<file path="src/source/dram_pkg.sv">
`default_nettype none

// burst memory port, one 64-bit beat per accepted cycle
package dram_pkg;

    localparam int unsigned ADDR_BITS      = 32;
    localparam int unsigned BEAT_BITS      = 64;
    localparam int unsigned BEATS_PER_LINE = 4;

    typedef logic [BEAT_BITS-1:0] beat_t;

    // adaptor to memory
    typedef struct packed {
        logic [ADDR_BITS-1:0] addr;
        logic                 read;
        logic                 write;
        beat_t                wdata;
    } bmem_cmd_t;

    // memory to adaptor, raddr tags each returned beat with its line
    typedef struct packed {
        logic                 ready;
        logic [ADDR_BITS-1:0] raddr;
        beat_t                rdata;
        logic                 rvalid;
    } bmem_rsp_t;

endpackage

`default_nettype wire

</file>
<file path="src/source/line_pkg.sv">
`default_nettype none

// cache-line side shared by both requesters and the adaptor
package line_pkg;

    localparam int unsigned LINE_BITS = dram_pkg::BEAT_BITS * dram_pkg::BEATS_PER_LINE;

    // beat 0 sits in the low bits
    typedef dram_pkg::beat_t [dram_pkg::BEATS_PER_LINE-1:0] line_t;

    // read and write are levels, held until resp
    typedef struct packed {
        logic [dram_pkg::ADDR_BITS-1:0] addr;
        logic                           read;
        logic                           write;
        line_t                          wdata;
    } line_req_t;

    // resp is a single-cycle pulse
    typedef struct packed {
        line_t rdata;
        logic  resp;
    } line_rsp_t;

    typedef enum logic {
        REQ_INSN = 1'b0,
        REQ_DATA = 1'b1
    } requester_e;

endpackage

`default_nettype wire

</file>
<file path="src/source/line_arbiter.sv">
`timescale 1ns/1ns
`default_nettype none

module line_arbiter #(
    parameter bit DATA_FIRST = 1'b1
) (
    input  wire                      clk,
    input  wire                      rst,
    input  wire                      i_flush,

    input  wire line_pkg::line_req_t i_insn_req,
    output line_pkg::line_rsp_t      o_insn_rsp,

    input  wire line_pkg::line_req_t i_data_req,
    output line_pkg::line_rsp_t      o_data_rsp,

    output line_pkg::line_req_t      o_port_req,
    input  wire line_pkg::line_rsp_t i_port_rsp
);

    import line_pkg::*;

    logic       busy_q;
    requester_e owner_q;
    logic       cancel_q;
    line_req_t  req_q;

    logic       insn_want;
    logic       data_want;
    logic       grant_valid;
    requester_e grant_owner;
    logic       insn_owns;
    logic       data_owns;

    // a fetch dropped by the flush in this cycle is not granted
    assign insn_want = i_insn_req.read & ~i_flush;
    assign data_want = i_data_req.read | i_data_req.write;

    always_comb begin
        grant_valid = insn_want | data_want;
        if (insn_want && data_want) begin
            grant_owner = DATA_FIRST ? REQ_DATA : REQ_INSN;
        end else if (data_want) begin
            grant_owner = REQ_DATA;
        end else begin
            grant_owner = REQ_INSN;
        end
    end

    always_ff @(posedge clk) begin
        if (rst) begin
            busy_q   <= 1'b0;
            owner_q  <= REQ_INSN;
            cancel_q <= 1'b0;
        end else if (!busy_q) begin
            if (grant_valid) begin
                busy_q  <= 1'b1;
                owner_q <= grant_owner;
            end
        end else if (i_port_rsp.resp) begin
            // transaction over, swallowed or not
            busy_q   <= 1'b0;
            cancel_q <= 1'b0;
        end else if (i_flush && owner_q == REQ_INSN) begin
            cancel_q <= 1'b1;
        end
    end

    // the winner's request, frozen for the whole transaction
    always_ff @(posedge clk) begin
        if (!busy_q && grant_valid) begin
            if (grant_owner == REQ_DATA) begin
                req_q <= i_data_req;
            end else begin
                req_q <= i_insn_req;
            end
        end
    end

    // a cancelled fetch keeps running on the port until its resp
    always_comb begin
        o_port_req       = req_q;
        o_port_req.read  = busy_q & req_q.read;
        o_port_req.write = busy_q & req_q.write;
    end

    assign insn_owns = busy_q && owner_q == REQ_INSN;
    assign data_owns = busy_q && owner_q == REQ_DATA;

    // the instruction side never sees the resp of a flushed fetch
    always_comb begin
        o_insn_rsp.resp  = insn_owns & i_port_rsp.resp & ~cancel_q & ~i_flush;
        o_insn_rsp.rdata = insn_owns ? i_port_rsp.rdata : '0;
        o_data_rsp.resp  = data_owns & i_port_rsp.resp;
        o_data_rsp.rdata = data_owns ? i_port_rsp.rdata : '0;
    end

endmodule

`default_nettype wire

</file>
<file path="src/source/burst_adaptor.sv">
`timescale 1ns/1ns
`default_nettype none

module burst_adaptor (
    input  wire                      clk,
    input  wire                      rst,

    input  wire line_pkg::line_req_t i_line_req,
    output line_pkg::line_rsp_t      o_line_rsp,

    output dram_pkg::bmem_cmd_t      o_bmem_cmd,
    input  wire dram_pkg::bmem_rsp_t i_bmem_rsp
);

    import dram_pkg::*;
    import line_pkg::*;

    localparam int unsigned CNT_BITS = $clog2(BEATS_PER_LINE);

    typedef enum logic [2:0] {
        ST_IDLE,
        ST_WRITE_BEATS,
        ST_READ_ISSUE,
        ST_READ_COLLECT,
        ST_DONE
    } state_e;

    state_e               state_q;
    logic [CNT_BITS-1:0]  beat_cnt_q;
    logic                 resp_q;
    logic [LINE_BITS-1:0] line_q;

    logic                 last_beat;
    logic                 req_active;

    assign last_beat  = beat_cnt_q == CNT_BITS'(BEATS_PER_LINE - 1);
    assign req_active = i_line_req.read | i_line_req.write;

    // address and write data come straight from the held line request
    always_comb begin
        o_bmem_cmd.addr  = i_line_req.addr;
        o_bmem_cmd.read  = state_q == ST_READ_ISSUE;
        o_bmem_cmd.write = state_q == ST_WRITE_BEATS;
        o_bmem_cmd.wdata = i_line_req.wdata[beat_cnt_q];
    end

    always_ff @(posedge clk) begin
        if (rst) begin
            state_q    <= ST_IDLE;
            beat_cnt_q <= '0;
            resp_q     <= 1'b0;
        end else begin
            resp_q <= 1'b0;
            case (state_q)
                ST_IDLE: begin
                    beat_cnt_q <= '0;
                    if (i_line_req.write) begin
                        state_q <= ST_WRITE_BEATS;
                    end else if (i_line_req.read) begin
                        state_q <= ST_READ_ISSUE;
                    end
                end
                ST_WRITE_BEATS: begin
                    // beat only advances when memory takes it
                    if (i_bmem_rsp.ready) begin
                        beat_cnt_q <= beat_cnt_q + 1'b1;
                        if (last_beat) begin
                            resp_q  <= 1'b1;
                            state_q <= ST_DONE;
                        end
                    end
                end
                ST_READ_ISSUE: begin
                    if (i_bmem_rsp.ready) begin
                        state_q <= ST_READ_COLLECT;
                    end
                end
                ST_READ_COLLECT: begin
                    if (i_bmem_rsp.rvalid) begin
                        beat_cnt_q <= beat_cnt_q + 1'b1;
                        if (last_beat) begin
                            resp_q  <= 1'b1;
                            state_q <= ST_DONE;
                        end
                    end
                end
                ST_DONE: begin
                    // hold off until the requester lets go
                    if (!req_active) begin
                        state_q <= ST_IDLE;
                    end
                end
                default: begin
                    state_q <= ST_IDLE;
                end
            endcase
        end
    end

    // beats shift in from the top, so beat 0 ends up lowest
    always_ff @(posedge clk) begin
        if (state_q == ST_READ_COLLECT && i_bmem_rsp.rvalid) begin
            line_q <= {i_bmem_rsp.rdata, line_q[LINE_BITS-1:BEAT_BITS]};
        end
    end

    always_comb begin
        o_line_rsp.resp  = resp_q;
        o_line_rsp.rdata = line_t'(line_q);
    end

endmodule

`default_nettype wire

</file>
<file path="src/source/dram_line_port.sv">
`timescale 1ns/1ns
`default_nettype none

module dram_line_port #(
    parameter bit DATA_FIRST = 1'b1
) (
    input  wire                      clk,
    input  wire                      rst,
    input  wire                      i_flush,

    input  wire line_pkg::line_req_t i_insn_req,
    output line_pkg::line_rsp_t      o_insn_rsp,
    input  wire line_pkg::line_req_t i_data_req,
    output line_pkg::line_rsp_t      o_data_rsp,

    output dram_pkg::bmem_cmd_t      o_bmem_cmd,
    input  wire dram_pkg::bmem_rsp_t i_bmem_rsp
);

    import line_pkg::*;

    // single line transaction between arbiter and adaptor
    line_req_t port_req;
    line_rsp_t port_rsp;

    line_arbiter #(
        .DATA_FIRST (DATA_FIRST)
    ) u_arbiter (
        .clk        (clk),
        .rst        (rst),
        .i_flush    (i_flush),
        .i_insn_req (i_insn_req),
        .o_insn_rsp (o_insn_rsp),
        .i_data_req (i_data_req),
        .o_data_rsp (o_data_rsp),
        .o_port_req (port_req),
        .i_port_rsp (port_rsp)
    );

    burst_adaptor u_adaptor (
        .clk        (clk),
        .rst        (rst),
        .i_line_req (port_req),
        .o_line_rsp (port_rsp),
        .o_bmem_cmd (o_bmem_cmd),
        .i_bmem_rsp (i_bmem_rsp)
    );

endmodule

`default_nettype wire

</file>
<file path="config.mk">
export PLATFORM = sky130hd
export DESIGN_NAME = dram_line_port
export DESIGN_NICKNAME = d
export VERILOG_FILES = /design/src/source/dram_pkg.sv /design/src/source/line_pkg.sv /design/src/source/line_arbiter.sv /design/src/source/burst_adaptor.sv /design/src/source/dram_line_port.sv
export SDC_FILE = /design/constraint.sdc
export NUM_CORES = 1
export LEC_CHECK = 0
export BUFFER_PORTS_ARGS = -buffer_cell sky130_fd_sc_hd__buf_2
export CAP_MARGIN = 20
export CORE_AREA = 10 10 501 503
export CTS_BUF_LIST = sky130_fd_sc_hd__clkbuf_8 sky130_fd_sc_hd__clkbuf_16
export DETAILED_ROUTE_END_ITERATION = 12
export DIE_AREA = 0 0 511 513
export PLACE_DENSITY = 0.3
export SYNTH_ARGS = -nofsm -noshare
export SYNTH_HDL_FRONTEND = slang
export SYNTH_SLANG_ARGS = --single-unit
</file>
<file path="constraint.sdc">
create_clock -name clk -period 39.7 [get_ports clk]
set_clock_uncertainty 0.1 [all_clocks]
set_input_delay 3.97 -clock clk [delete_from_list [all_inputs] [get_ports clk]]
set_output_delay 3.97 -clock clk [all_outputs]
set_load 0.03 [all_outputs]
</file>
Word level (Yosys, flattened, before mapping)
Cells that the tools add are included.

Flip-flop bits (word level): 555. Bits of input ports: 681. Output and inout bits: 612. Word-level logic and storage cells: 81.

$add $sub $neg: 1. $lt $le $gt $ge: 1. Eq/ne operators: 10. Multiplexer cells: 27. Bitwise operators: 14. Reduce and logical (&&, ||, !) cells: 14.

Operators by type and width (count): two-way mux 256 bit (2); two-way mux 290 bit (1); binary-select mux 64 bit (select 2 bit) (1); two-way mux 64 bit (1); two-way mux 3 bit (7); one-hot mux 3 bit (5 select lines) (1); two-way mux 1 bit (10); bitwise AND 1 bit (7); equality test 3 x 2 -> 1 bit (second input constant) (2); logical AND 1 bit (6); one-hot mux 2 bit (3 select lines) (1); AND reduction 5 bit (1); two-way mux 2 bit (2); != test 2 x 1 -> 1 bit (second input constant) (2); != test 2 bit (second input constant) (2); inverter 1 bit (4); AND reduction 2 bit (2); equality test 3 x 1 -> 1 bit (second input constant) (1); equality test 3 bit (second input constant) (1); zero test 3 bit (1); less-than comparator 2 x 3 -> 1 bit (second input constant) (1); != test 3 x 1 -> 1 bit (second input constant) (1); bitwise OR 1 bit (3); AND reduction 3 bit (1); 6 further kinds (6).

Logic depth before layout (Yosys ltp)
Depth in word-level cells: 5. Depth in mapped cells: 6. Gate-level depth less buffers: 5.

Cells and area by module
From an unflattened synthesis, not the netlist that was laid out.

Cell total of the unflattened synthesis: 1920. Area, all modules: 28218.3 µm².

By module, submodules not included: line_arbiter (times used 1, cells an instance 1520, area each 18421.4 µm², sequential area each 8768.4 µm²); burst_adaptor (times used 1, cells an instance 400, area each 9796.9 µm², sequential area each 7807.5 µm²).

Least setup slack after synthesis
Ideal clock, no wire load.

Kind: in2reg. From: input port i_data_req[256] (netlist name). To: register u_arbiter.req_q, in the netlist u_arbiter.o_port_req[0] (enable). Setup time: 1037 ps. Arrival: 18289 ps. Data required time: 38563 ps. Slack: 20274 ps. Cell stages on the path: 4. Buffers on the path: 2. Path through: nor2_1 buf_2 buf_4 a21oi_1.

Cells in the longest elaborated chain, start to end: 3.

Ends and longest elaborated chain: start, declared (line dram_line_port.sv:13) `input wire line_pkg::line_req_t i_data_req,`; bitwise OR 1 bit (line line_arbiter.sv:37) `assign data_want = i_data_req.read | i_data_req.write;`; bitwise OR 1 bit (line line_arbiter.sv:40) `grant_valid = insn_want | data_want;`; logical AND 1 bit (line line_arbiter.sv:71) `if (!busy_q && grant_valid) begin`; end signal, assigned (line line_arbiter.sv:73) `req_q <= i_data_req;`; end signal, assigned (line line_arbiter.sv:75) `req_q <= i_insn_req;`; end, declared (line line_arbiter.sv:26) `line_req_t req_q;`.

No other way between the ends. A chain may end at the register's enable or synchronous reset.

==> out/metrics.cfg <==
[die]
die_w_um = 511
rows = 180
ioPinCount = 1293
fp.coreArea_sq_um = 240300
floorplan.die.height_um = 513
die-area_sq_um = 262100
initial_core_util = 0.1071

[yosys]
synth_most_common_cell = edfxtp_1
synthFlopType = edfxtp_1
synth.distinct_cells = 34
yosys_warnings = 0
synth_cells = 1638
yosys.area.top_type = edfxtp_1
synth_xor_area_frac = 0
netlist_top_cells_area = edfxtp_1 (64%), mux2_2 (13%), and3_1 (6.3%)
avgSynthCellArea_sq_um = 15.72
synth_edf_count = 546
synth_top_area_frac = 0.6368
yosysSeqAreaShare = 0.6438
synth_fa_ha_area_frac = 0.0004859
syn_area_sq_um = 25750
async_reset_ff_frac = 0
synth_compound_area_frac = 0.004228
synth_mux_area_frac = 0.1832
synth_common_cells = edfxtp_1 (546), mux2_2 (289), and3_1 (259)
synth-simple-area-share = 0.1308
synth.ff_latch_count = 555
synth_nets = 2320
synth_top_family_by_area = multiplexers

[clock_tree]
cts_buffers = 80
clk_pin_slew_ps = 60
insertion_delay_ps = 680
clk_path_buf_depth = 3
cts.hold.buffers_added = 0
cts_tree = yes
post_cts_buffers = 0
cts.sinks = 555
cts_root_buffer = clkbuf_16
ctsHtreeMaxLevel = 3
cts-resized-gates = 0

[timing]
finalHoldViolCount = 0
slew_viol_final = 0
setup_viol = 0
setup_tns_ps = 0
worst_pin_slew_ps = 970.4
fin_crit_sh = 0.2202
fmax_ghz = 0.1144
layout_min_cycle_time_ps = 8742
relSlewSlack = 0.3531
rsz0062_at_grt = no

[global_routing]
overflow = 0
grt.total_usage = 0.1224
antenna_found_initial = 139
grt_max_degree = 130
grt_pass1_vias = 20840
grt_pass1_wl_um = 216400

[setup_path]
start_kind = primary input
endpoint_kind = primary output
ff2ff_setup_slack_ps = 35090
critical_path_class = in2out
worstPathArrival_ps = 4670
cp.required_ps = 35630
worstPathMaxFanout = 3

[detailed_routing]
route.met2.wl_um = 79410
drc = 0
antenna_left = 0
met3_length_um = 15150
met1Wirelength_um = 70390
top_layer_used = met5
firstDrtPassIters = 5
wl_um = 168600
viasPerCell = 3.238
dr_total_vias = 19820
drt-initial-drc-count = 1214
wl_per_cell_um = 27.55

[pwr]
cellLeakagePower_nw = 16.01
peakVddDrop_v = 0.00002365
cellPowerDensity_nw_per_um2 = 43.52

[final_layout]
area_delta_synth_final_pct = 47.44
fin_nets = 3520
drive_gt1_frac = 0.6071
stdcell_count = 6120

[flow_run]
cap_viol_max_count = 0

[placement]
hpwlAfterDp_um = 139400
gp_congestion = 0.8651
portBuffers = 1260
dp.cells = 5940

[status]
status = completed

[min_path]
min_path_type = reg2reg

==> final cells by class <==
class,count,area [sq um]
Antenna cell,31,77.57
Sequential cell,555,16590
Clock buffer,83,2077
Fill cell,26840,202300
Inverter,3,11.26
Timing Repair Buffer,1285,6514
Multi-Input combinational cell,913,8229
Clock inverter,65,478.0
Tap cell,3185,3985
==> stage by stage <==
stage | setup slack, ps | hold slack (ps) | area (sq um) | power, mW | utilization
6_report | 30960 | 367.6 | 37960 | 1.652 | 0.1580
5_1_grt | 30880 | 383.0 | 37920 | 1.727 | 0.1578
4_1_cts | 30910 | 357.3 | 37860 | 1.697 | 0.1575
3_5_place_dp | 30910 | 350.6 | 35300 | 0.9574 | 0.1469
3_3_place_gp | 30910 | 346.1 | 35300 | 0.9582 | 0.1469
2_1_floorplan | 20270 | 333.5 | 25750 | 0.8525 | -
==> worst paths after layout <==
check / endpoint / cells after the start / from
max: o_insn_rsp[0] / 4 / i_flush
min: u_adaptor.line_q[33] / 0 / u_adaptor.line_q[97]
max reg2reg: u_arbiter.o_port_req[280] / 5 / u_arbiter.busy_q
min reg2reg: u_adaptor.line_q[33] / 0 / u_adaptor.line_q[97]
==> report_power, final <==
| group | switching (mW) | internal [mW] | leakage [nW] |
|---|---|---|---|
| clock network | 0.297 | 0.417 | 1.30 |
| logic | 0.160 | 0.0877 | 9.52 |
| registers | 0.0147 | 0.675 | 5.19 |
| total | 0.472 | 1.18 | 16.0 |
==> sequential cells by signal, indices dropped and copies added, names as in the netlist <==
signal and cells:
u_adaptor.line_q 256, u_adaptor.beat_cnt_q 2, u_arbiter.o_port_req 288, u_arbiter.busy_q 1, u_adaptor.resp_q 1, u_arbiter.req_q 2, u_arbiter.owner_q 1, u_adaptor.state_q 3
u_arbiter.cancel_q 1
==> cells in the final DEF, fill, tap and decap left out, types with 8 or more instances in the layout <==
master     count
and2_1       257
and3_1       258
buf_2       1260
buf_4         24
clkbuf_16     83
clkinv_1      19
clkinv_2      13
diode_2       31
edfxtp_1     546
inv_1         17
mux2_2       289
mux4_2        64
nor2_1         8
==> worst max-delay path: stages <==
cell and delay [ps]:
buf_2 130, nor2_1 80, and3_1 150, buf_2 320
==> layer usage <==
| layer | vias up | track usage |
|---|---|---|
| met5 | - | 0 |
| met4 | 46 | 0.02274 |
| met3 | 239 | 0.04620 |
| met2 | 1091 | 0.2043 |
| met1 | 9828 | 0.1512 |
| li1 | 8615 | - |
==> kinds of logic (layout without fill, tap and decap cells) <==
group,count (synthesis),count (layout)
DFF,555,555
AOI/OAI and AO/OA,16,16
buffers and inverters,170,1436
other,0,31
and+or+nand+nor,541,541
adders and majority gates,1,1
muxes,355,355
Power figures use the tool's default switching activity.
